$ cat config.mk
export PLATFORM = sky130hd
export DESIGN_NAME = core
export DESIGN_NICKNAME = d
export VERILOG_FILES = /design/src/rtl/core_pkg.sv /design/src/rtl/core.sv /design/src/rtl/stage_register.sv /design/src/rtl/hazard_unit.sv /design/src/rtl/alu.sv /design/src/rtl/register_file.sv /design/src/rtl/decoder.sv
export SDC_FILE = /design/constraint.sdc
export NUM_CORES = 2
export LEC_CHECK = 0
export BUFFER_PORTS_ARGS = -buffer_cell sky130_fd_sc_hd__buf_2
export CAP_MARGIN = 20
export CORE_AREA = 2 2 428 430
export DETAILED_ROUTE_END_ITERATION = 6
export DIE_AREA = 0 0 430 432
export PLACE_DENSITY_LB_ADDON = 0.12
export SLEW_MARGIN = 20
export SYNTH_ARGS = -nofsm -noshare
export SYNTH_HDL_FRONTEND = slang
export SYNTH_SLANG_ARGS = --single-unit
$ cat constraint.sdc
create_clock -name clk_i -period 7.6 [get_ports clk_i]
set_input_delay 1.14 -clock clk_i [delete_from_list [all_inputs] [get_ports clk_i]]
set_output_delay 1.14 -clock clk_i [all_outputs]
set_load 0.03 [all_outputs]
$ cat src/rtl/core_pkg.sv
package core_pkg;

	localparam int XLEN       = 32;
	localparam int REG_ADDR_W = 5;

	localparam logic [XLEN-1:0] RESET_VECTOR = 32'h8000_0000;
	localparam logic [31:0]     NOP_INSTR    = 32'h0000_0013; // addi x0, x0, 0

	// major opcodes, instr[6:0]
	localparam logic [6:0] OP_LUI    = 7'b0110111;
	localparam logic [6:0] OP_AUIPC  = 7'b0010111;
	localparam logic [6:0] OP_JAL    = 7'b1101111;
	localparam logic [6:0] OP_JALR   = 7'b1100111;
	localparam logic [6:0] OP_BRANCH = 7'b1100011;
	localparam logic [6:0] OP_LOAD   = 7'b0000011;
	localparam logic [6:0] OP_STORE  = 7'b0100011;
	localparam logic [6:0] OP_IMM    = 7'b0010011;
	localparam logic [6:0] OP_REG    = 7'b0110011;

	// execute operand source
	localparam logic [1:0] FWD_RF  = 2'b00;
	localparam logic [1:0] FWD_WB  = 2'b01;
	localparam logic [1:0] FWD_MEM = 2'b10;

	typedef enum logic [3:0] {
		ALU_ADD, ALU_SUB, ALU_AND, ALU_OR, ALU_XOR,
		ALU_SLT, ALU_SLTU, ALU_SLL, ALU_SRL, ALU_SRA,
		ALU_EQ, ALU_NE, ALU_LT, ALU_GE, ALU_LTU, ALU_GEU
	} alu_op_t;

	typedef enum logic [1:0] {
		WB_ALU,
		WB_LOAD,
		WB_PC4
	} wb_sel_t;

	typedef struct packed {
		logic [XLEN-1:0]       pc;
		logic [XLEN-1:0]       rs1_val;
		logic [XLEN-1:0]       rs2_val;
		logic [REG_ADDR_W-1:0] rs1;
		logic [REG_ADDR_W-1:0] rs2;
		logic [REG_ADDR_W-1:0] rd;
		logic [XLEN-1:0]       imm;
		alu_op_t               alu_op;
		logic                  a_pc;
		logic                  b_imm;
		logic                  jump;
		logic                  jalr;
		logic                  branch;
		logic                  load;
		logic                  store;
		logic                  rf_we;
		wb_sel_t               wb_sel;
	} id_ex_t;

	typedef struct packed {
		logic [XLEN-1:0]       result;
		logic [XLEN-1:0]       pc4;
		logic [REG_ADDR_W-1:0] rd;
		logic                  rf_we;
		logic                  load;
		wb_sel_t               wb_sel;
	} ex_mem_t;

	typedef struct packed {
		logic [XLEN-1:0]       result;
		logic [XLEN-1:0]       load_data;
		logic [REG_ADDR_W-1:0] rd;
		logic                  rf_we;
		wb_sel_t               wb_sel;
	} mem_wb_t;

endpackage
$ cat src/rtl/core.sv
`timescale 1ns/1ps

module core (
	input  logic        clk_i,
	input  logic        reset_i,
	input  logic [31:0] instr_i,
	output logic [31:0] instr_addr_o,
	input  logic [31:0] data_i,
	output logic [31:0] data_addr_o,
	output logic [31:0] data_o,
	output logic        data_req_o,
	output logic        data_we_o,
	input  logic        data_stall_i
);

	logic [core_pkg::XLEN-1:0]       pc;
	logic [31:0]                     if_instr; // fetch/decode slot
	logic [core_pkg::XLEN-1:0]       if_pc;
	logic [core_pkg::REG_ADDR_W-1:0] id_rs1, id_rs2;
	logic [core_pkg::XLEN-1:0]       id_rs1_val, id_rs2_val;
	core_pkg::alu_op_t               dec_alu_op;
	core_pkg::wb_sel_t               dec_wb_sel;
	logic [31:0]                     dec_imm;
	logic dec_a_pc, dec_b_imm, dec_jump, dec_jalr, dec_branch, dec_load, dec_store, dec_rf_we;
	core_pkg::id_ex_t                id_ex_d, id_ex_q;
	core_pkg::ex_mem_t               ex_mem_d, ex_mem_q;
	core_pkg::mem_wb_t               mem_wb_d, mem_wb_q;
	logic [1:0]                      fwd_a, fwd_b;
	logic                            load_use_stall;
	logic [core_pkg::XLEN-1:0]       op_a, op_b, alu_a, alu_b, alu_result;
	logic [core_pkg::XLEN-1:0]       target_sum, branch_target;
	logic                            taken;
	logic [core_pkg::XLEN-1:0]       mem_value, wb_value;

	assign instr_addr_o = pc;

	always_ff @(posedge clk_i or negedge reset_i)
	begin
		if (!reset_i)
		begin
			pc       <= core_pkg::RESET_VECTOR;
			if_instr <= core_pkg::NOP_INSTR;
			if_pc    <= '0;
		end
		else if (!data_stall_i)
		begin
			if (taken)
			begin
				pc       <= branch_target;
				if_instr <= core_pkg::NOP_INSTR; // squash the wrong-path fetch
			end
			else if (!load_use_stall)
			begin
				pc       <= pc + core_pkg::XLEN'(4);
				if_instr <= instr_i;
				if_pc    <= pc;
			end
		end
	end

	// lui adds its immediate to x0, its rs1 field is immediate bits
	assign id_rs1 = (if_instr[6:0] == core_pkg::OP_LUI) ? '0 : if_instr[19:15];
	assign id_rs2 = if_instr[24:20];

	decoder i_decoder (
		.instr_i  (if_instr),
		.alu_op_o (dec_alu_op),
		.wb_sel_o (dec_wb_sel),
		.imm_o    (dec_imm),
		.a_pc_o   (dec_a_pc),
		.b_imm_o  (dec_b_imm),
		.jump_o   (dec_jump),
		.jalr_o   (dec_jalr),
		.branch_o (dec_branch),
		.load_o   (dec_load),
		.store_o  (dec_store),
		.rf_we_o  (dec_rf_we)
	);

	register_file i_register_file (
		.clk_i      (clk_i),
		.reset_i    (reset_i),
		.rs1_i      (id_rs1),
		.rs2_i      (id_rs2),
		.rs1_data_o (id_rs1_val),
		.rs2_data_o (id_rs2_val),
		.rd_i       (mem_wb_q.rd),
		.rd_data_i  (wb_value),
		.we_i       (mem_wb_q.rf_we)
	);

	always_comb
	begin
		id_ex_d.pc      = if_pc;
		id_ex_d.rs1_val = id_rs1_val;
		id_ex_d.rs2_val = id_rs2_val;
		id_ex_d.rs1     = id_rs1;
		id_ex_d.rs2     = id_rs2;
		id_ex_d.rd      = if_instr[11:7];
		id_ex_d.imm     = dec_imm;
		id_ex_d.alu_op  = dec_alu_op;
		id_ex_d.a_pc    = dec_a_pc;
		id_ex_d.b_imm   = dec_b_imm;
		id_ex_d.jump    = dec_jump;
		id_ex_d.jalr    = dec_jalr;
		id_ex_d.branch  = dec_branch;
		id_ex_d.load    = dec_load;
		id_ex_d.store   = dec_store;
		id_ex_d.rf_we   = dec_rf_we;
		id_ex_d.wb_sel  = dec_wb_sel;
	end

	stage_register #(.payload_t(core_pkg::id_ex_t)) i_id_ex (
		.clk_i    (clk_i),
		.reset_i  (reset_i),
		.hold_i   (data_stall_i),
		.bubble_i (!data_stall_i && (taken || load_use_stall)),
		.d_i      (id_ex_d),
		.q_o      (id_ex_q)
	);

	hazard_unit i_hazard_unit (
		.id_rs1_i         (id_rs1),
		.id_rs2_i         (id_rs2),
		.ex_rs1_i         (id_ex_q.rs1),
		.ex_rs2_i         (id_ex_q.rs2),
		.ex_rd_i          (id_ex_q.rd),
		.ex_load_i        (id_ex_q.load),
		.mem_rd_i         (ex_mem_q.rd),
		.mem_we_i         (ex_mem_q.rf_we),
		.wb_rd_i          (mem_wb_q.rd),
		.wb_we_i          (mem_wb_q.rf_we),
		.fwd_a_o          (fwd_a),
		.fwd_b_o          (fwd_b),
		.load_use_stall_o (load_use_stall)
	);

	assign op_a = (fwd_a == core_pkg::FWD_MEM) ? mem_value :
		(fwd_a == core_pkg::FWD_WB) ? wb_value : id_ex_q.rs1_val;
	assign op_b = (fwd_b == core_pkg::FWD_MEM) ? mem_value :
		(fwd_b == core_pkg::FWD_WB) ? wb_value : id_ex_q.rs2_val;
	assign alu_a = id_ex_q.a_pc ? id_ex_q.pc : op_a;
	assign alu_b = id_ex_q.b_imm ? id_ex_q.imm : op_b;

	alu i_alu (
		.a_i      (alu_a),
		.b_i      (alu_b),
		.op_i     (id_ex_q.alu_op),
		.result_o (alu_result)
	);

	// jalr is relative to rs1, everything else to pc
	assign target_sum    = (id_ex_q.jalr ? op_a : id_ex_q.pc) + id_ex_q.imm;
	assign branch_target = {target_sum[31:1], target_sum[0] & ~id_ex_q.jalr};
	assign taken         = id_ex_q.jump || (id_ex_q.branch && alu_result[0]);

	assign data_req_o  = id_ex_q.load || id_ex_q.store;
	assign data_we_o   = id_ex_q.store;
	assign data_addr_o = alu_result;
	assign data_o      = op_b;

	always_comb
	begin
		ex_mem_d.result = alu_result;
		ex_mem_d.pc4    = id_ex_q.pc + core_pkg::XLEN'(4);
		ex_mem_d.rd     = id_ex_q.rd;
		ex_mem_d.rf_we  = id_ex_q.rf_we;
		ex_mem_d.load   = id_ex_q.load;
		ex_mem_d.wb_sel = id_ex_q.wb_sel;
	end

	stage_register #(.payload_t(core_pkg::ex_mem_t)) i_ex_mem (
		.clk_i    (clk_i),
		.reset_i  (reset_i),
		.hold_i   (data_stall_i),
		.bubble_i (1'b0),
		.d_i      (ex_mem_d),
		.q_o      (ex_mem_q)
	);

	// link value replaces the alu result for jumps
	assign mem_value = (ex_mem_q.wb_sel == core_pkg::WB_PC4) ? ex_mem_q.pc4 : ex_mem_q.result;

	always_comb
	begin
		mem_wb_d.result    = mem_value;
		mem_wb_d.load_data = ex_mem_q.load ? data_i : '0;
		mem_wb_d.rd        = ex_mem_q.rd;
		mem_wb_d.rf_we     = ex_mem_q.rf_we;
		mem_wb_d.wb_sel    = ex_mem_q.wb_sel;
	end

	stage_register #(.payload_t(core_pkg::mem_wb_t)) i_mem_wb (
		.clk_i    (clk_i),
		.reset_i  (reset_i),
		.hold_i   (data_stall_i),
		.bubble_i (1'b0),
		.d_i      (mem_wb_d),
		.q_o      (mem_wb_q)
	);

	assign wb_value = (mem_wb_q.wb_sel == core_pkg::WB_LOAD) ? mem_wb_q.load_data : mem_wb_q.result;

endmodule

$ cat src/rtl/stage_register.sv
`timescale 1ns/1ps

module stage_register #(
	parameter type payload_t = logic [31:0]
) (
	input  logic     clk_i,
	input  logic     reset_i,
	input  logic     hold_i,
	input  logic     bubble_i,
	input  payload_t d_i,
	output payload_t q_o
);

	// an all-zero payload is a bubble: no write, no load, no store
	always_ff @(posedge clk_i or negedge reset_i)
	begin
		if (!reset_i)
			q_o <= '0;
		else if (bubble_i)
			q_o <= '0;
		else if (!hold_i)
			q_o <= d_i;
	end

endmodule

$ cat src/rtl/hazard_unit.sv
`timescale 1ns/1ps

module hazard_unit (
	input  logic [core_pkg::REG_ADDR_W-1:0] id_rs1_i,
	input  logic [core_pkg::REG_ADDR_W-1:0] id_rs2_i,
	input  logic [core_pkg::REG_ADDR_W-1:0] ex_rs1_i,
	input  logic [core_pkg::REG_ADDR_W-1:0] ex_rs2_i,
	input  logic [core_pkg::REG_ADDR_W-1:0] ex_rd_i,
	input  logic                            ex_load_i,
	input  logic [core_pkg::REG_ADDR_W-1:0] mem_rd_i,
	input  logic                            mem_we_i,
	input  logic [core_pkg::REG_ADDR_W-1:0] wb_rd_i,
	input  logic                            wb_we_i,
	output logic [1:0]                      fwd_a_o,
	output logic [1:0]                      fwd_b_o,
	output logic                            load_use_stall_o
);

	// youngest producer wins
	function automatic logic [1:0] fwd_sel(input logic [core_pkg::REG_ADDR_W-1:0] rs);
		if (rs == '0)
			return core_pkg::FWD_RF;
		else if (mem_we_i && mem_rd_i == rs)
			return core_pkg::FWD_MEM;
		else if (wb_we_i && wb_rd_i == rs)
			return core_pkg::FWD_WB;
		else
			return core_pkg::FWD_RF;
	endfunction

	assign fwd_a_o = fwd_sel(ex_rs1_i);
	assign fwd_b_o = fwd_sel(ex_rs2_i);

	// load data only exists after the memory stage
	assign load_use_stall_o = ex_load_i && (ex_rd_i != '0) &&
		(ex_rd_i == id_rs1_i || ex_rd_i == id_rs2_i);

endmodule

$ cat src/rtl/alu.sv
`timescale 1ns/1ps

module alu (
	input  logic [core_pkg::XLEN-1:0] a_i,
	input  logic [core_pkg::XLEN-1:0] b_i,
	input  core_pkg::alu_op_t         op_i,
	output logic [core_pkg::XLEN-1:0] result_o
);

	logic lt_s, lt_u;

	assign lt_s = $signed(a_i) < $signed(b_i);
	assign lt_u = a_i < b_i;

	always_comb
	begin
		case (op_i)
			core_pkg::ALU_ADD:  result_o = a_i + b_i;
			core_pkg::ALU_SUB:  result_o = a_i - b_i;
			core_pkg::ALU_AND:  result_o = a_i & b_i;
			core_pkg::ALU_OR:   result_o = a_i | b_i;
			core_pkg::ALU_XOR:  result_o = a_i ^ b_i;
			core_pkg::ALU_SLL:  result_o = a_i << b_i[4:0];
			core_pkg::ALU_SRL:  result_o = a_i >> b_i[4:0];
			core_pkg::ALU_SRA:  result_o = $signed(a_i) >>> b_i[4:0];
			// compares, result in bit zero
			core_pkg::ALU_SLT,
			core_pkg::ALU_LT:   result_o = {31'b0, lt_s};
			core_pkg::ALU_SLTU,
			core_pkg::ALU_LTU:  result_o = {31'b0, lt_u};
			core_pkg::ALU_GE:   result_o = {31'b0, ~lt_s};
			core_pkg::ALU_GEU:  result_o = {31'b0, ~lt_u};
			core_pkg::ALU_EQ:   result_o = {31'b0, a_i == b_i};
			default:            result_o = {31'b0, a_i != b_i}; // ne
		endcase
	end

endmodule

$ cat src/rtl/register_file.sv
`timescale 1ns/1ps

module register_file (
	input  logic                            clk_i,
	input  logic                            reset_i,
	input  logic [core_pkg::REG_ADDR_W-1:0] rs1_i,
	input  logic [core_pkg::REG_ADDR_W-1:0] rs2_i,
	output logic [core_pkg::XLEN-1:0]       rs1_data_o,
	output logic [core_pkg::XLEN-1:0]       rs2_data_o,
	input  logic [core_pkg::REG_ADDR_W-1:0] rd_i,
	input  logic [core_pkg::XLEN-1:0]       rd_data_i,
	input  logic                            we_i
);

	logic [core_pkg::XLEN-1:0] regs [1:31]; // no storage for x0

	// written mid-cycle so decode sees the value on the next rising edge
	always_ff @(negedge clk_i or negedge reset_i)
	begin
		if (!reset_i)
		begin
			for (int i = 1; i < 32; i++)
				regs[i] <= '0;
		end
		else if (we_i && rd_i != '0)
			regs[rd_i] <= rd_data_i;
	end

	assign rs1_data_o = (rs1_i == '0) ? '0 : regs[rs1_i];
	assign rs2_data_o = (rs2_i == '0) ? '0 : regs[rs2_i];

endmodule

$ cat src/rtl/decoder.sv
`timescale 1ns/1ps

module decoder (
	input  logic [31:0]       instr_i,
	output core_pkg::alu_op_t alu_op_o,
	output core_pkg::wb_sel_t wb_sel_o,
	output logic [31:0]       imm_o,
	output logic              a_pc_o,   // operand a is pc
	output logic              b_imm_o,  // operand b is immediate
	output logic              jump_o,
	output logic              jalr_o,
	output logic              branch_o,
	output logic              load_o,
	output logic              store_o,
	output logic              rf_we_o
);

	logic [6:0]  opcode;
	logic [2:0]  funct3;
	logic [6:0]  funct7;
	logic [31:0] imm_i, imm_s, imm_b, imm_u, imm_j;

	assign opcode = instr_i[6:0];
	assign funct3 = instr_i[14:12];
	assign funct7 = instr_i[31:25];

	assign imm_i = {{20{instr_i[31]}}, instr_i[31:20]};
	assign imm_s = {{20{instr_i[31]}}, instr_i[31:25], instr_i[11:7]};
	assign imm_b = {{19{instr_i[31]}}, instr_i[31], instr_i[7], instr_i[30:25],
		instr_i[11:8], 1'b0};
	assign imm_u = {instr_i[31:12], 12'b0};
	assign imm_j = {{11{instr_i[31]}}, instr_i[31], instr_i[19:12], instr_i[20],
		instr_i[30:21], 1'b0};

	always_comb
	begin
		alu_op_o = core_pkg::ALU_ADD;
		wb_sel_o = core_pkg::WB_ALU;
		imm_o    = imm_i;
		a_pc_o   = 1'b0;
		b_imm_o  = 1'b0;
		jump_o   = 1'b0;
		jalr_o   = 1'b0;
		branch_o = 1'b0;
		load_o   = 1'b0;
		store_o  = 1'b0;
		rf_we_o  = 1'b0;
		case (opcode)
			core_pkg::OP_LUI:
			begin
				imm_o   = imm_u; // added to x0
				b_imm_o = 1'b1;
				rf_we_o = 1'b1;
			end
			core_pkg::OP_AUIPC:
			begin
				imm_o   = imm_u;
				a_pc_o  = 1'b1;
				b_imm_o = 1'b1;
				rf_we_o = 1'b1;
			end
			core_pkg::OP_JAL:
			begin
				imm_o    = imm_j;
				jump_o   = 1'b1;
				rf_we_o  = 1'b1;
				wb_sel_o = core_pkg::WB_PC4;
			end
			core_pkg::OP_JALR:
			begin
				if (funct3 == 3'b000)
				begin
					jump_o   = 1'b1;
					jalr_o   = 1'b1;
					rf_we_o  = 1'b1;
					wb_sel_o = core_pkg::WB_PC4;
				end
			end
			core_pkg::OP_BRANCH:
			begin
				imm_o    = imm_b;
				branch_o = 1'b1;
				case (funct3)
					3'b000: alu_op_o = core_pkg::ALU_EQ;
					3'b001: alu_op_o = core_pkg::ALU_NE;
					3'b100: alu_op_o = core_pkg::ALU_LT;
					3'b101: alu_op_o = core_pkg::ALU_GE;
					3'b110: alu_op_o = core_pkg::ALU_LTU;
					3'b111: alu_op_o = core_pkg::ALU_GEU;
					default: branch_o = 1'b0;
				endcase
			end
			core_pkg::OP_LOAD:
			begin
				if (funct3 == 3'b010) // lw only
				begin
					b_imm_o  = 1'b1;
					load_o   = 1'b1;
					rf_we_o  = 1'b1;
					wb_sel_o = core_pkg::WB_LOAD;
				end
			end
			core_pkg::OP_STORE:
			begin
				imm_o = imm_s;
				if (funct3 == 3'b010)
				begin
					b_imm_o = 1'b1;
					store_o = 1'b1;
				end
			end
			core_pkg::OP_IMM:
			begin
				b_imm_o = 1'b1;
				rf_we_o = 1'b1;
				case (funct3)
					3'b000: alu_op_o = core_pkg::ALU_ADD;
					3'b010: alu_op_o = core_pkg::ALU_SLT;
					3'b011: alu_op_o = core_pkg::ALU_SLTU;
					3'b100: alu_op_o = core_pkg::ALU_XOR;
					3'b110: alu_op_o = core_pkg::ALU_OR;
					3'b111: alu_op_o = core_pkg::ALU_AND;
					3'b001:
					begin
						if (funct7 == 7'b0000000)
							alu_op_o = core_pkg::ALU_SLL;
						else
							rf_we_o = 1'b0;
					end
					default:
					begin
						if (funct7 == 7'b0000000)
							alu_op_o = core_pkg::ALU_SRL;
						else if (funct7 == 7'b0100000)
							alu_op_o = core_pkg::ALU_SRA;
						else
							rf_we_o = 1'b0;
					end
				endcase
			end
			core_pkg::OP_REG:
			begin
				rf_we_o = 1'b1;
				case ({funct7, funct3})
					10'b0000000_000: alu_op_o = core_pkg::ALU_ADD;
					10'b0100000_000: alu_op_o = core_pkg::ALU_SUB;
					10'b0000000_001: alu_op_o = core_pkg::ALU_SLL;
					10'b0000000_010: alu_op_o = core_pkg::ALU_SLT;
					10'b0000000_011: alu_op_o = core_pkg::ALU_SLTU;
					10'b0000000_100: alu_op_o = core_pkg::ALU_XOR;
					10'b0000000_101: alu_op_o = core_pkg::ALU_SRL;
					10'b0100000_101: alu_op_o = core_pkg::ALU_SRA;
					10'b0000000_110: alu_op_o = core_pkg::ALU_OR;
					10'b0000000_111: alu_op_o = core_pkg::ALU_AND;
					default: rf_we_o = 1'b0; // also covers mul/div
				endcase
			end
			default: ; // undefined opcode, leave a bubble
		endcase
	end

endmodule

==> flow_summary.yaml <==
global_routing:
  antenna_found_initial: 24
  grt_pass1_vias: 67900
  grtUsageMet1_pct: 49.0
  grt_max_degree: 149
  grt-ovfl-total: 0
  grt_util_met2_pct: 56.5
  top_usage_layer: "met2"
  grtUsageTotal_pct: 37.0
  grt_use_met3_pct: 7.48
  grt_pass1_wl_um: 502000
logic_synthesis:
  syn_avg_cell_area_sq_um: 9.41
  yosys-top-cells-count: "nand2_1, dfrtn_1, o21ai_0"
  ys_seq_area_share_pct: 43.0
  yosysTopAreaCell: "dfrtn_1"
  synth_most_common_cell: "nand2_1"
  synthesis.area_sq_um: 81000
  synth_fp_nets: 8807
  yosysWarnings: 0
  async_flop_share_pct: 100
  synth-edff-count: 0
  synth.distinct_cells: 98
  netlist.area_leader.share_pct: 30.7
  synth_cells: 8603
  synth_seq_cells: 1390
  ys.flop_type: "dfrtn_1"
  yosys-top-cells-area: "dfrtn_1, dfrtp_1, mux4_2"
timing:
  setup-violations-final: 4
  period_minus_slack_ps: 7700
  timing.final.crit_share_pct: 101
  maxSlewViolCount: 0
  hold_viol_final: 0
  fmax_ghz: 0.130
  rsz0062_at_grt: "true"
  fin_skew_ps: 98.1
  setup_tns_ps: -260
  tightest_slew_ps: 1260
  fin_ws_ps: -102
  slew_headroom_pct: 15.5
critical_path:
  crit_path_frequent_cell: "o211ai_1"
  crit_slowest_cell: "o41a_1"
  r2r_setup_slack_ps: 920
  critPathCaptureType: "primary output"
  cp_data_arrival_time_ps: 6560
  reg2reg_from: "i_ex_mem.q_o[8]$_DFFE_PN0N_"
  slowest_delay_ps: 470
  path_cells: "xor2_1 -> nor4_2 -> o211ai_1 -> buf_4 -> nor2_4 -> buf_6 -> nand2_2 -> o211ai_1 -> o21ai_1 -> mux2_4 -> ha_4 -> o21a_1 -> o211ai_1 -> a31oi_2 -> o31a_1 -> o41ai_2 -> buf_4 -> o211ai_1 -> a31o_2 -> o41a_1 -> a221o_1 -> o21ai_1 -> nand4_1 -> buf_6"
  startpoint_type: "flip-flop"
  crit_type: "reg -> out"
  required_ps: 6460
  crit_start: "i_id_ex.q_o[55]$_DFFE_PN0P_"
  worstPathMaxFanout: 7
routing:
  remaining_drc_errors: 10
  avgRoutedWirePerCell_um: 31.7
  vias: 71500
  final_antenna_net_count: 0
  via_per_inst: 6.50
  drt_pass1_iterations: 7
  first_iter_violations: 8578
  routed_wl_um: 349000
floorplan:
  core.rowCount: 157
  dieHeight_um: 432
  pin_count: 165
  fp.coreArea_sq_um: 182000
  die_area_sq_um: 186000
  initial_core_util_pct: 44.6
  die_w_um: 430
layout:
  syn_to_final_growth_pct: 13.1
  drive_gt1_share_pct: 18.1
  fin_nets: 8692
  final_cells: 11000
placed_design:
  post-place-ws_ps: 248
  numPortBuffers: 164
  routabilityCongestion: 1.05
  dp.cells: 10700
  dp_hpwl_um: 229000
clock_tree:
  path_clk_slew_ps: 60
  clock_latency_ps: 810
  root_buffer: "clkbuf_16"
  cts_htree_levels: 4
  cts_buffers: 159
  tritoncts: "built"
  ctsLongestPathBuffers: 3
  clock-sinks: 1390
  cts-hold-fix-buffers: 0
pwr:
  peakVddDrop_mv: 0.190
  p_per_area_nw_per_um2: 243
  total_leakage_power_nw: 39.7
job:
  cap_violations: 0
outcome:
  outcome: "complete, but fails checks"
  violations: "design-rule violations, negative setup slack"
worst_hold_path:
  hp-class: "in -> async"
==> timing repair <==
action	4_1_cts	5_1_grt
endpoints found under the hold margin	0	0
gates resized for setup	31	81
pin swaps	6	30
setup endpoints to repair	17	24
setup buffers	15	29
==> cell families after synthesis <==
kind of cell             share of synthesized area, %
AO/OA/AOI/OAI                                    20.5
XOR/XNOR                                         1.03
adder cells (fa/ha/maj)                          2.14
buffers and inverters                            5.01
flip-flops                                       43.0
multiplexers                                     15.7
AND/OR/NAND/NOR                                  12.7
==> layout by cell type (no fill, tap or decap), types with 61 or more instances in the layout <==
cell type	instances
nor3_1	108
a22o_1	123
buf_4	350
mux4_2	300
o21ai_0	894
nand3_1	133
o21ai_1	100
a21oi_1	602
dfrtp_1	383
a211oi_1	61
ha_1	126
buf_2	157
clkbuf_16	166
dfrtn_1	992
a221oi_1	164
a222oi_1	100
nor2_1	727
mux2i_1	302
o22ai_1	70
nand2_1	1266
mux2_2	216
inv_1	146
==> metal layers <==
metal / vias up / routed length [um]
met1: 35800 / 139000
met4: 14 / 23900
met3: 942 / 30900
li1: 31100 / -
met2: 3737 / 155000
met5: - / 83
==> power breakdown <==
group          total [mW]  leakage, nW  switching (mW)  internal, mW
combinational        5.67         18.1            3.83          1.84
clock                7.97         2.61            3.33          4.64
sequential           8.64         19.0           0.649          7.99
==> critical path: cells and delay by family (launching register included) <==
family / cells / cell delay [ps]
AOI/OAI and AO/OA: 13 / 3100
and+or+nand+nor: 4 / 790
buffers and inverters: 4 / 710
DFF: 1 / 440
muxes: 1 / 300
adders and majority gates: 1 / 240
xor gates and xnor gates: 1 / 160
==> layout make-up <==
cell class | count | area [sq um]
Antenna cell | 6 | 15.0
Inverter | 156 | 591
Sequential cell | 1390 | 34800
Timing Repair Buffer | 572 | 4610
Tap cell | 2385 | 2980
Clock inverter | 58 | 722
Fill cell | 16900 | 90100
Clock buffer | 226 | 4610
Multi-Input combinational cell | 6209 | 43300
==> path summary, 6_finish.rpt <==
path,endpoint,cells after the start
min in group clk_i,i_register_file.regs[409]$_DFFE_NN0P_,2
min,i_mem_wb.q_o[28]$_DFFE_PN0N_,1
max reg2reg,i_id_ex.q_o[88]$_DFFE_PN0P_,22
max in group asynchronous,i_register_file.regs[284]$_DFFE_NN0P_,3
max,data_addr_o[25],24
min reg2reg,i_register_file.regs[409]$_DFFE_NN0P_,2
==> registers in the layout, indices dropped and copies added, names as in the netlist <==
register,count
if_instr,32
i_register_file.regs,992
i_id_ex.q_o,157
if_pc,32
instr_addr_o,32
i_ex_mem.q_o,73
i_mem_wb.q_o,72
==> stage by stage <==
stage	total power, mW	util (%)	hold WS [ps]	cell area [sq um]
final	22.3	50.4	314	91600
after CTS	22.1	50.1	303	91000
after global routing	23.0	50.4	334	91600
after detailed placement	14.1	47.0	450	85400
after global placement	14.1	47.0	434	85400
after floorplan	11.7	-	422	81000
No activity file was read; power rests on OpenSTA's default activity.
